### src/ctrl_pkg.sv
package ctrl_pkg;

   ////////////////////////////////////////////////////////////
   // Bus and data widths
   ////////////////////////////////////////////////////////////

   // Byte address on the processor bus
   typedef logic [15:0] bus_adr_t;
   typedef logic [31:0] bus_dat_t;

   // Settings register number, taken from byte address bits 9..2
   typedef logic [7:0]  set_addr_t;

   typedef logic [63:0] vita_time_t;
   typedef logic [7:0]  led_t;

   // One settings bus transfer
   typedef struct packed {
      logic      stb;
      set_addr_t addr;
      bus_dat_t  data;
   } set_bus_t;

   // Bootloader phase
   typedef enum logic {
      BOOT_WAIT = 1'b0,
      BOOT_DONE = 1'b1
   } boot_state_e;

   ////////////////////////////////////////////////////////////
   // Settings register map
   ////////////////////////////////////////////////////////////

   localparam set_addr_t SR_MISC   = 8'd0;
   localparam set_addr_t SR_TIME64 = 8'd10;
   localparam set_addr_t SR_DIVSW  = 8'd180;

   localparam set_addr_t SR_LMS_RES   = SR_MISC + 8'd0;
   localparam set_addr_t SR_LED_SW    = SR_MISC + 8'd3;
   localparam set_addr_t SR_PHY_RES   = SR_MISC + 8'd4;
   localparam set_addr_t SR_BLDR_DONE = SR_MISC + 8'd5;
   localparam set_addr_t SR_LED_SRC   = SR_MISC + 8'd6;

   localparam set_addr_t SR_TIME_HI   = SR_TIME64 + 8'd0;
   localparam set_addr_t SR_TIME_LO   = SR_TIME64 + 8'd1;
   localparam set_addr_t SR_TIME_CTRL = SR_TIME64 + 8'd2;

   localparam set_addr_t SR_DIVSW1 = SR_DIVSW + 8'd0;
   localparam set_addr_t SR_DIVSW2 = SR_DIVSW + 8'd1;

   ////////////////////////////////////////////////////////////
   // Bus regions and readback words
   ////////////////////////////////////////////////////////////

   // Settings window, 4K at 0x7000
   localparam bus_adr_t SET_REGION_BASE = 16'h7000;
   localparam bus_adr_t SET_REGION_MASK = 16'hF000;

   // Readback window, 1K at 0x5C00
   localparam bus_adr_t RB_REGION_BASE = 16'h5C00;
   localparam bus_adr_t RB_REGION_MASK = 16'hFC00;

   localparam logic [3:0] RB_TIME_HI = 4'd10;
   localparam logic [3:0] RB_TIME_LO = 4'd11;
   localparam logic [3:0] RB_COMPAT  = 4'd12;
   localparam logic [3:0] RB_IRQ     = 4'd13;
   localparam logic [3:0] RB_PPS_HI  = 4'd14;
   localparam logic [3:0] RB_PPS_LO  = 4'd15;

   // Major in the upper half, minor in the lower
   localparam bus_dat_t COMPAT_NUM = {16'd9, 16'd0};

   localparam led_t LED_SRC_AT_RESET = 8'h1E;
   localparam logic DIVSW_AT_RESET   = 1'b1;

   // Boot RAM and main RAM exchange places while booting
   localparam bus_adr_t BOOT_SWAP_MASK = 16'hC000;

endpackage
### src/sys_ctrl_core.sv
module sys_ctrl_core (
   input  logic               wb_clk,
   input  logic               por_rst,
   input  ctrl_pkg::bus_adr_t cpu_adr_i,
   output ctrl_pkg::bus_adr_t mem_adr_o,
   output logic               core_rst_o,
   // Processor bus
   input  logic               bus_stb_i,
   input  logic               bus_we_i,
   input  ctrl_pkg::bus_adr_t bus_adr_i,
   input  ctrl_pkg::bus_dat_t bus_dat_i,
   output ctrl_pkg::bus_dat_t bus_dat_o,
   output logic               bus_ack_o,
   // Status and timing
   input  logic               pps_i,
   input  logic [3:0]         activity_i,
   input  logic               aux_ld1_i,
   input  logic               aux_ld2_i,
   input  logic               button_i,
   // Setting outputs
   output logic [1:0]         lms_res_o,
   output logic               phy_resetn_o,
   output logic               div_sw1_o,
   output logic               div_sw2_o,
   output ctrl_pkg::led_t     leds_o
);

   logic                 bldr_done;
   logic                 set_ack;
   logic                 rb_ack;
   ctrl_pkg::bus_dat_t   rb_dat;
   ctrl_pkg::set_bus_t   set_bus;
   ctrl_pkg::vita_time_t vita_time;
   ctrl_pkg::vita_time_t vita_time_pps;

   boot_ctrl u_boot_ctrl (
      .wb_clk      (wb_clk),
      .por_rst     (por_rst),
      .bldr_done_i (bldr_done),
      .cpu_adr_i   (cpu_adr_i),
      .core_rst_o  (core_rst_o),
      .mem_adr_o   (mem_adr_o)
   );

   settings_regs u_settings_regs (
      .wb_clk       (wb_clk),
      .rst_i        (core_rst_o),
      .bus_stb_i    (bus_stb_i),
      .bus_we_i     (bus_we_i),
      .bus_adr_i    (bus_adr_i),
      .bus_dat_i    (bus_dat_i),
      .ack_o        (set_ack),
      .set_o        (set_bus),
      .activity_i   (activity_i),
      .lms_res_o    (lms_res_o),
      .phy_resetn_o (phy_resetn_o),
      .bldr_done_o  (bldr_done),
      .div_sw1_o    (div_sw1_o),
      .div_sw2_o    (div_sw2_o),
      .leds_o       (leds_o)
   );

   vita_timer u_vita_timer (
      .wb_clk     (wb_clk),
      .rst_i      (core_rst_o),
      .set_i      (set_bus),
      .pps_i      (pps_i),
      .time_o     (vita_time),
      .time_pps_o (vita_time_pps)
   );

   readback_mux u_readback_mux (
      .wb_clk     (wb_clk),
      .rst_i      (core_rst_o),
      .bus_stb_i  (bus_stb_i),
      .bus_adr_i  (bus_adr_i),
      .aux_ld1_i  (aux_ld1_i),
      .aux_ld2_i  (aux_ld2_i),
      .button_i   (button_i),
      .time_i     (vita_time),
      .time_pps_i (vita_time_pps),
      .dat_o      (rb_dat),
      .ack_o      (rb_ack)
   );

   // Settings window reads as zero, so only readback data reaches the bus
   assign bus_ack_o = set_ack | rb_ack;
   assign bus_dat_o = rb_dat;

endmodule

### src/readback_mux.sv
module readback_mux (
   input  logic                 wb_clk,
   input  logic                 rst_i,
   input  logic                 bus_stb_i,
   input  ctrl_pkg::bus_adr_t   bus_adr_i,
   input  logic                 aux_ld1_i,
   input  logic                 aux_ld2_i,
   input  logic                 button_i,
   input  ctrl_pkg::vita_time_t time_i,
   input  ctrl_pkg::vita_time_t time_pps_i,
   output ctrl_pkg::bus_dat_t   dat_o,
   output logic                 ack_o
);

   logic               win_hit;
   logic [3:0]         word_idx;
   ctrl_pkg::bus_dat_t word;

   assign win_hit = bus_stb_i &&
      ((bus_adr_i & ctrl_pkg::RB_REGION_MASK) == ctrl_pkg::RB_REGION_BASE);
   assign word_idx = bus_adr_i[5:2];

   ////////////////////////////////////////////////////////////
   // Word select
   ////////////////////////////////////////////////////////////

   always_comb begin
      case (word_idx)
         ctrl_pkg::RB_TIME_HI: word = time_i[63:32];
         ctrl_pkg::RB_TIME_LO: word = time_i[31:0];
         ctrl_pkg::RB_COMPAT:  word = ctrl_pkg::COMPAT_NUM;
         // Lock detects and button in bits 15..13
         ctrl_pkg::RB_IRQ:     word = {16'b0, aux_ld2_i, aux_ld1_i, button_i, 13'b0};
         ctrl_pkg::RB_PPS_HI:  word = time_pps_i[63:32];
         ctrl_pkg::RB_PPS_LO:  word = time_pps_i[31:0];
         default:              word = '0;
      endcase
   end

   // Data is only non-zero in the ack cycle so the top can OR it
   always_ff @(posedge wb_clk) begin
      if (rst_i) begin
         ack_o <= 1'b0;
         dat_o <= '0;
      end else begin
         ack_o <= win_hit & ~ack_o;
         dat_o <= (win_hit & ~ack_o) ? word : '0;
      end
   end

endmodule

### src/settings_regs.sv
module settings_regs (
   input  logic               wb_clk,
   input  logic               rst_i,
   input  logic               bus_stb_i,
   input  logic               bus_we_i,
   input  ctrl_pkg::bus_adr_t bus_adr_i,
   input  ctrl_pkg::bus_dat_t bus_dat_i,
   output logic               ack_o,
   output ctrl_pkg::set_bus_t set_o,
   input  logic [3:0]         activity_i,
   output logic [1:0]         lms_res_o,
   output logic               phy_resetn_o,
   output logic               bldr_done_o,
   output logic               div_sw1_o,
   output logic               div_sw2_o,
   output ctrl_pkg::led_t     leds_o
);

   logic           win_hit;
   logic           phy_reset;
   ctrl_pkg::led_t led_sw;
   ctrl_pkg::led_t led_src;
   ctrl_pkg::led_t led_hw;

   ////////////////////////////////////////////////////////////
   // Bus to settings strobe
   ////////////////////////////////////////////////////////////

   assign win_hit = bus_stb_i &&
      ((bus_adr_i & ctrl_pkg::SET_REGION_MASK) == ctrl_pkg::SET_REGION_BASE);

   always_ff @(posedge wb_clk) begin
      // Address and data are qualified by stb
      set_o.addr <= bus_adr_i[9:2];
      set_o.data <= bus_dat_i;
      if (rst_i) begin
         ack_o     <= 1'b0;
         set_o.stb <= 1'b0;
      end else begin
         // Master still holds stb in the ack cycle, so skip it
         ack_o     <= win_hit & ~ack_o;
         set_o.stb <= win_hit & ~ack_o & bus_we_i;
      end
   end

   ////////////////////////////////////////////////////////////
   // Misc and diversity registers
   ////////////////////////////////////////////////////////////

   always_ff @(posedge wb_clk) begin
      if (rst_i) begin
         lms_res_o   <= '0;
         phy_reset   <= 1'b0;
         bldr_done_o <= 1'b0;
         led_sw      <= '0;
         led_src     <= ctrl_pkg::LED_SRC_AT_RESET;
         div_sw1_o   <= ctrl_pkg::DIVSW_AT_RESET;
         div_sw2_o   <= ctrl_pkg::DIVSW_AT_RESET;
      end else if (set_o.stb) begin
         case (set_o.addr)
            ctrl_pkg::SR_LMS_RES:   lms_res_o   <= set_o.data[1:0];
            ctrl_pkg::SR_LED_SW:    led_sw      <= set_o.data[7:0];
            ctrl_pkg::SR_PHY_RES:   phy_reset   <= set_o.data[0];
            ctrl_pkg::SR_BLDR_DONE: bldr_done_o <= set_o.data[0];
            ctrl_pkg::SR_LED_SRC:   led_src     <= set_o.data[7:0];
            ctrl_pkg::SR_DIVSW1:    div_sw1_o   <= set_o.data[0];
            ctrl_pkg::SR_DIVSW2:    div_sw2_o   <= set_o.data[0];
            default: ;
         endcase
      end
   end

   // PHY reset pin is active low
   assign phy_resetn_o = ~phy_reset;

   ////////////////////////////////////////////////////////////
   // LED mixer
   ////////////////////////////////////////////////////////////

   // Activity lines sit on LEDs 4..1
   assign led_hw = {3'b000, activity_i, 1'b0};

   // Mask bit 1 picks hardware, 0 picks software
   assign leds_o = (led_src & led_hw) | (~led_src & led_sw);

   a_ack_single: assert property (@(posedge wb_clk) disable iff (rst_i)
      ack_o |=> !ack_o);

endmodule

### src/vita_timer.sv
module vita_timer (
   input  logic                 wb_clk,
   input  logic                 rst_i,
   input  ctrl_pkg::set_bus_t   set_i,
   input  logic                 pps_i,
   output ctrl_pkg::vita_time_t time_o,
   output ctrl_pkg::vita_time_t time_pps_o
);

   ctrl_pkg::bus_dat_t pend_hi;
   ctrl_pkg::bus_dat_t pend_lo;
   logic               armed;
   logic               pps_d;
   logic               pps_edge;
   logic               ctrl_wr;
   logic               load;

   ////////////////////////////////////////////////////////////
   // Settings decode
   ////////////////////////////////////////////////////////////

   assign ctrl_wr  = set_i.stb && (set_i.addr == ctrl_pkg::SR_TIME_CTRL);
   assign pps_edge = pps_i & ~pps_d;

   // Immediate load, or an armed load meeting its PPS edge
   assign load = (ctrl_wr && set_i.data[0]) || (armed && pps_edge);

   // Pending halves of the next load value
   always_ff @(posedge wb_clk) begin
      if (set_i.stb && (set_i.addr == ctrl_pkg::SR_TIME_HI)) begin
         pend_hi <= set_i.data;
      end
      if (set_i.stb && (set_i.addr == ctrl_pkg::SR_TIME_LO)) begin
         pend_lo <= set_i.data;
      end
   end

   ////////////////////////////////////////////////////////////
   // Counter, arming and PPS snapshot
   ////////////////////////////////////////////////////////////

   always_ff @(posedge wb_clk) begin
      if (rst_i) begin
         time_o     <= '0;
         time_pps_o <= '0;
         armed      <= 1'b0;
         pps_d      <= 1'b0;
      end else begin
         pps_d <= pps_i;

         if (load) begin
            time_o <= {pend_hi, pend_lo};
         end else begin
            time_o <= time_o + 64'd1;
         end

         // A new control write overrides any pending arm
         if (ctrl_wr) begin
            armed <= ~set_i.data[0];
         end else if (pps_edge) begin
            armed <= 1'b0;
         end

         if (pps_edge) begin
            time_pps_o <= time_o;
         end
      end
   end

   a_time_step: assert property (@(posedge wb_clk) disable iff (rst_i)
      (!rst_i && !load) |=> (time_o == $past(time_o) + 64'd1));

endmodule

### src/boot_ctrl.sv
module boot_ctrl (
   input  logic               wb_clk,
   input  logic               por_rst,
   input  logic               bldr_done_i,
   input  ctrl_pkg::bus_adr_t cpu_adr_i,
   output logic               core_rst_o,
   output ctrl_pkg::bus_adr_t mem_adr_o
);

   ctrl_pkg::boot_state_e state;

   ////////////////////////////////////////////////////////////
   // Bootloader FSM
   ////////////////////////////////////////////////////////////

   always_ff @(posedge wb_clk) begin
      if (por_rst) begin
         state      <= ctrl_pkg::BOOT_WAIT;
         core_rst_o <= 1'b1;
      end else begin
         case (state)
            ctrl_pkg::BOOT_WAIT: begin
               // Second core reset once the bootloader hands over
               core_rst_o <= bldr_done_i;
               if (bldr_done_i) begin
                  state <= ctrl_pkg::BOOT_DONE;
               end
            end
            ctrl_pkg::BOOT_DONE: begin
               // Stays here until power-on reset
               core_rst_o <= 1'b0;
            end
         endcase
      end
   end

   // Swap top quarter and bottom quarter while booting
   always_comb begin
      if ((cpu_adr_i[15] == cpu_adr_i[14]) && (state == ctrl_pkg::BOOT_WAIT)) begin
         mem_adr_o = cpu_adr_i ^ ctrl_pkg::BOOT_SWAP_MASK;
      end else begin
         mem_adr_o = cpu_adr_i;
      end
   end

   ////////////////////////////////////////////////////////////
   // Checks
   ////////////////////////////////////////////////////////////

   // The core reset clears bldr_done in the settings block, so no second cycle
   a_core_rst_pulse: assert property (@(posedge wb_clk) disable iff (por_rst)
      (core_rst_o && !por_rst) |=> !core_rst_o);

   a_boot_done_final: assert property (@(posedge wb_clk) disable iff (por_rst)
      (state == ctrl_pkg::BOOT_DONE) |=> (state == ctrl_pkg::BOOT_DONE));

endmodule

### config.mk
export PLATFORM = sky130hd
export DESIGN_NAME = sys_ctrl_core
export DESIGN_NICKNAME = d
export VERILOG_FILES = /design/src/ctrl_pkg.sv /design/src/sys_ctrl_core.sv /design/src/readback_mux.sv /design/src/settings_regs.sv /design/src/vita_timer.sv /design/src/boot_ctrl.sv
export SDC_FILE = /design/constraint.sdc
export NUM_CORES = 1
export LEC_CHECK = 0
export ABC_AREA = 1
export BUFFER_PORTS_ARGS = -buffer_cell sky130_fd_sc_hd__buf_2
export CAP_MARGIN = 20
export CORE_AREA = 3 3 150 152
export CTS_CLUSTER_DIAMETER = 60
export DETAILED_ROUTE_END_ITERATION = 10
export DIE_AREA = 0 0 153 155
export PLACE_DENSITY = 0.79
export SYNTH_ARGS = -nofsm -noshare
export SYNTH_HDL_FRONTEND = slang
export SYNTH_SLANG_ARGS = --single-unit
### constraint.sdc
create_clock -name wb_clk -period 5.9 [get_ports wb_clk]
set_input_delay 0.295 -clock wb_clk [delete_from_list [all_inputs] [get_ports wb_clk]]
set_output_delay 0.295 -clock wb_clk [all_outputs]
set_load 0.05 [all_outputs]
# After elaboration in Yosys (flattened, before gate mapping)
# Cells that the tools add are included.
# word_totals
reg_bits,293
latchBits,0
ram_bits,0
rom_bits,0
input_bits,76
out_inout_bits,63
wordCells,84
mem_count,0
# classes
n_addsub,1
mul,0
n_div,0
order_cmp,0
n_eq_ne,18
shifts,0
n_mux,8
bitwise_logic,17
reduce_logical,19
# ops
op,n
case mux 32 bit (6 select lines),1
"adder 64 x 1 -> 64 bit, second input constant",1
two-way mux 64 bit,1
"== test 4 bit, second input constant",6
"== test 8 x 3 -> 1 bit, second input constant",3
"== test 8 x 4 -> 1 bit, second input constant",3
"== test 8 bit, second input constant",2
two-way mux 16 bit,1
AND reduction 2 bit,7
AND 8 x 5 -> 8 bit,1
AND 8 bit,1
"== test 8 x 2 -> 1 bit, second input constant",1
logical AND 1 bit,8
zero test 8 bit,1
NOT 8 bit,1
bitwise OR 8 bit,1
NOT 1 bit,7
"== test 6 x 5 -> 1 bit, second input constant",1
AND 1 bit,4
"== test 4 x 3 -> 1 bit, second input constant",1
two-way mux 1 bit,4
NOT 2 bit,1
case mux 1 bit (2 select lines),1
nonzero test 2 bit,1
other kinds (4),4

# Depth between registers and ports, before layout
# depth
depth_word,5
ltp_mapped,12
mapped_depth_nobuf,12

# By module
# Synthesis repeated with hierarchy kept, for this count alone.
# hier_totals
cells_unflattened,1717
area_unflattened_um2,12982.5
# modules_own_cells
module,instances,cells_each,area_each_um2,seq_area_each_um2
vita_timer,1,1139,8742.1,4524.3
readback_mux,1,336,2060.7,660.6
settings_regs,1,213,1983.2,1281.2
boot_ctrl,1,26,185.2,40.0
sys_ctrl_core,1,3,11.3,0.0

# Worst setup path after synthesis
# Ideal clock, no wire load.
# synth_timing
path_kind,register to register
startpoint,register u_settings_regs.set_o[37] (netlist bit)
endpoint,register u_vita_timer.pend_lo[0] (enable)
setup_time_ns,0.502
arrival_time_ns,3.678
required_ns,5.398
slack_ns,1.720
stages_incl_launch_ff,4
n_path_buf,0
period_less_slack_ns,4.180
path_cell_list,dfxtp_1 -> nor2_1 -> nand3_1 -> nor4_1
# synth_between
elab_chain_len,2
# synth_lines
element,line_no,source
start: declaration,settings_regs.sv:9,"output ctrl_pkg::set_bus_t set_o,"
== test 8 x 4 -> 1 bit,vita_timer.sv:33,if (set_i.stb && (set_i.addr == ctrl_pkg::SR_TIME_LO)) begin
logical AND 1 bit,vita_timer.sv:33,
end signal: assignment,vita_timer.sv:34,pend_lo <= set_i.data;
end: declaration,vita_timer.sv:11,ctrl_pkg::bus_dat_t pend_lo;
# Every way passes these cells.
# A chain may end at the register's enable or synchronous reset.

# Worst setup path in the final report
# layout_timing
startpoint,register u_vita_timer.pps_d
endpoint,register u_vita_timer.time_o[43]
# layout_between
elab_chain_len,5
# layout_lines
element,line_no,source
start: declaration,vita_timer.sv:13,logic pps_d;
start signal: assignment,vita_timer.sv:49,pps_d <= pps_i;
NOT 1 bit,vita_timer.sv:23,assign pps_edge = pps_i & ~pps_d;
AND 1 bit,vita_timer.sv:23,
logical AND 1 bit,vita_timer.sv:26,assign load = (ctrl_wr && set_i.data[0]) || (armed && pps_edge);
logical OR 1 bit,vita_timer.sv:26,
two-way mux 64 bit,vita_timer.sv:51,if (load) begin
end signal: assignment,vita_timer.sv:52,"time_o <= {pend_hi, pend_lo};"
end signal: assignment,vita_timer.sv:54,time_o <= time_o + 64'd1;
end: declaration,vita_timer.sv:6,"output ctrl_pkg::vita_time_t time_o,"
# Every way passes these cells.

==> results.json <==
{
  "nFillCells": 1733,
  "pre_cts_ws_ns": 2.68,
  "drive_gt1_share_pct": 12.1,
  "critical_path.startpoint_type": "register",
  "path_max_fanout": 124,
  "postSynthRegisterBits": 293,
  "maxClockFrequency_mhz": 320,
  "worstHoldPathCells": 3,
  "vias": 10829,
  "tot_gr_track_use_pct": 28.1,
  "rr_worst_depth": 9,
  "tritoncts": "yes",
  "hold_viol_final": 0,
  "floorplan.die.height_um": 155,
  "hold_buffer_count_at_cts": 44,
  "synthArstFlopShare_pct": 0,
  "end_kind": "register",
  "placed_cell_area_um2": 12900,
  "final_weighted_congestion_of_routability_driven_global_placement": 0.983,
  "drv_cap": 0,
  "route.detailed.drc": 0,
  "worst-slew-pin-transition_ns": 1.02,
  "grt_pass1_wl_um": 53300,
  "numClockSinks": 293,
  "clockRootBuffer": "sky130_fd_sc_hd__clkbuf_16",
  "core.rowCount": 53,
  "die_w_um": 153,
  "final_area_um2": 14400,
  "fin_skew_ns": 0.0153,
  "overall_die_area_um2": 23700,
  "yosysMostFrequentCell": "sky130_fd_sc_hd__nand2_1",
  "final-seq-area_um2": 6510,
  "hold_path.class": "primary input to register",
  "synthDominantAreaCellType": "sky130_fd_sc_hd__dfxtp_1",
  "timing.setup.critical_path_class": "register to register",
  "drt_iter0_markers": 941,
  "min_period_over_period_pct": 53.0,
  "synthTopCellsByArea": "sky130_fd_sc_hd__dfxtp_1, sky130_fd_sc_hd__edfxtp_1, sky130_fd_sc_hd__nand2_1, sky130_fd_sc_hd__nor2_1, sky130_fd_sc_hd__o21ai_0",
  "final_net_count": 1771,
  "top_level_ports": 139,
  "ctsResizeCount": 0,
  "routed_wirelength_um": 34200,
  "setup_slack_ns": 2.77,
  "power-per-cell-area_nw_per_um2": 289,
  "total_leakage_power_nw": 5.65,
  "clock_latency_ns": 0.55,
  "cts_setup_buffers": 0,
  "drt_pass1_iterations": 5,
  "hold-worst-slack_ns": 0.0283,
  "dp_cells": 1892,
  "worst_slew_margin_rel_pct": 31.8,
  "yosys-top-cells-count": "sky130_fd_sc_hd__nand2_1, sky130_fd_sc_hd__nor2_1, sky130_fd_sc_hd__dfxtp_1",
  "postSynthCellCount": 1578,
  "totalNegativeSetupSlack_ns": 0,
  "timing.critical_path.arrival_ns": 3.62,
  "htreeDepth": 1,
  "post_synth_num_cell_types": 38,
  "netlist_area_um2": 12400,
  "portion_of_the_post_synthesis_area_used_by_sequential_elements_pct": 52.6,
  "hpwl_detailed_um": 23900,
  "power.total_mw": 4.16,
  "placeableCoreArea_um2": 21200,
  "peakVddDrop_v": 0.000338,
  "avgViaCountPerCell": 5.43,
  "layout.cells.non_filler": 1993,
  "synth.top_cell.area_share_pct": 37.1,
  "port_buffers": 108,
  "multi_input_area_um2": 4910,
  "tritoncts_buffer_count": 30,
  "grt_max_degree": 125,
  "total_count_of_max_transition_violations_in_the_final_report": 0,
  "clk_path_buf_depth": 3,
  "globalRoute.totalOverflow": 0,
  "number_of_antenna_violations_at_the_first_check_in_global_routing": 0,
  "route.antenna.remaining_nets": 0,
  "worst_ep_required_time_ns": 6.39,
  "final_setup_violations": 0,
  "result_of_the_run": "finished clean",
  "cts.clk_slew.worst_paths_ns": 0.06,
  "syn_area_per_cell_um2": 7.83,
  "synth_nets": 1655,
  "via_count_of_the_first_global_routing_pass": 9993,
  "yosysWarnings": 0,
  "fin_crit_ns": 3.13,
  "area_delta_synth_final_pct": 16.2,
  "initial_core_util_pct": 58.4,
  "unrepaired_setup_endpoints_after_global_routing": "false",
  "number_of_enable_flip_flop_cells_after_synthesis": 64,
  "drt-wirelength-per-cell_um": 17.2,
  "antenna_cell_count": 0,
  "synth_top_flop_cell": "sky130_fd_sc_hd__dfxtp_1",
  "fin_util_pct": 67.9
}
## worst paths after layout
check	start	to	slack, ns
worst min-delay path	pps_i	u_vita_timer.pps_d$_SDFF_PP0_	0.03
worst max register to register	u_vita_timer.pps_d$_SDFF_PP0_	u_vita_timer.time_o[43]$_SDFF_PP0_	2.77
worst min register to register	u_settings_regs.ack_o$_SDFF_PP0_	u_settings_regs.ack_o$_SDFF_PP0_	0.42
worst max-delay path	u_vita_timer.pps_d$_SDFF_PP0_	u_vita_timer.time_o[43]$_SDFF_PP0_	2.77
## critical path, cell delays in order, from the launching register on
cell and delay, ns:
sky130_fd_sc_hd__dfxtp_1 0.33, sky130_fd_sc_hd__nor2_4 0.09, sky130_fd_sc_hd__buf_4 0.76, sky130_fd_sc_hd__nand2_1 0.21, sky130_fd_sc_hd__nand2_4 0.44, sky130_fd_sc_hd__inv_2 0.45, sky130_fd_sc_hd__buf_4 0.38, sky130_fd_sc_hd__nand3_1 0.22
sky130_fd_sc_hd__nand2_1 0.08, sky130_fd_sc_hd__inv_1 0.05
## sequential cells by signal (all words and copies together) (netlist names)
| signal | count |
|---|---|
| u_vita_timer.time_o | 64 |
| u_vita_timer.time_pps_o | 64 |
| u_settings_regs.set_o | 41 |
| u_readback_mux.dat_o | 32 |
| u_vita_timer.pend_hi | 32 |
| u_vita_timer.pend_lo | 32 |
| u_settings_regs.led_src | 8 |
| u_settings_regs.led_sw | 8 |
| u_settings_regs.lms_res_o | 2 |
| u_boot_ctrl.core_rst_o | 1 |
| u_boot_ctrl.state | 1 |
| u_readback_mux.ack_o | 1 |
| u_settings_regs.ack_o | 1 |
| u_settings_regs.bldr_done_o | 1 |
| u_settings_regs.div_sw1_o | 1 |
| u_settings_regs.div_sw2_o | 1 |
| u_settings_regs.phy_reset | 1 |
| u_vita_timer.armed | 1 |
| u_vita_timer.pps_d | 1 |
## routing by layer
| metal | vias to the layer above | wire length [um] | global-route usage, % |
|---|---|---|---|
| li1 | 5346 | - | - |
| met1 | 5010 | 15200 | 40.7 |
| met2 | 422 | 15200 | 44.0 |
| met3 | 51 | 3120 | 5.48 |
| met4 | 0 | 704 | 6.36 |
| met5 | - | 0 | 0 |
## power breakdown
group	internal (mW)	total, mW	switching (mW)	leakage, nW
combinational	0.0656	0.173	0.108	2.73
sequential	2.09	2.12	0.0254	2.45
clock	1.09	1.87	0.775	0.471
## final cells by class
cell class | instances | share of cell area (%)
sequential | 293 | 45.3
multi-input combinational | 1058 | 34.2
timing repair buffer | 164 | 7.51
clock buffer | 38 | 5.58
inverter | 147 | 3.84
tap | 275 | 2.39
clock inverter | 18 | 1.19
## logic make-up (layout without fill, tap and decap cells)
logic type               after synthesis  after routing  synth area share (%)
XOR/XNOR                              29             29                  2.05
flip-flops                           293            293                  52.6
AND/OR/NAND/NOR                      760            760                  25.7
buffers and inverters                227            367                  7.78
AO/OA/AOI/OAI                        268            268                  11.7
adder cells (fa/ha/maj)                1              1                 0.101
## layout by cell type, fill, tap and decap left out, drive strengths merged
cell and n:
o21bai 1, xor2 29, inv 148, a311oi 14, clkinv 11, nor2 315
o22ai 11, nand2 304, nand3 112, nor4 2, clkinvlp 3, nand3b 2
o2111a 5, ha 1, a21oi 95, and2 1, nand4 14, edfxtp 64
clkbuf 38, dfxtp 229, buf 120, bufinv 3, or2 1, dlygate4sd3 44
a31oi 2, nor3b 2, o21ai 140, nor3 7
Note: power is estimated with default switching activity, not from simulation.
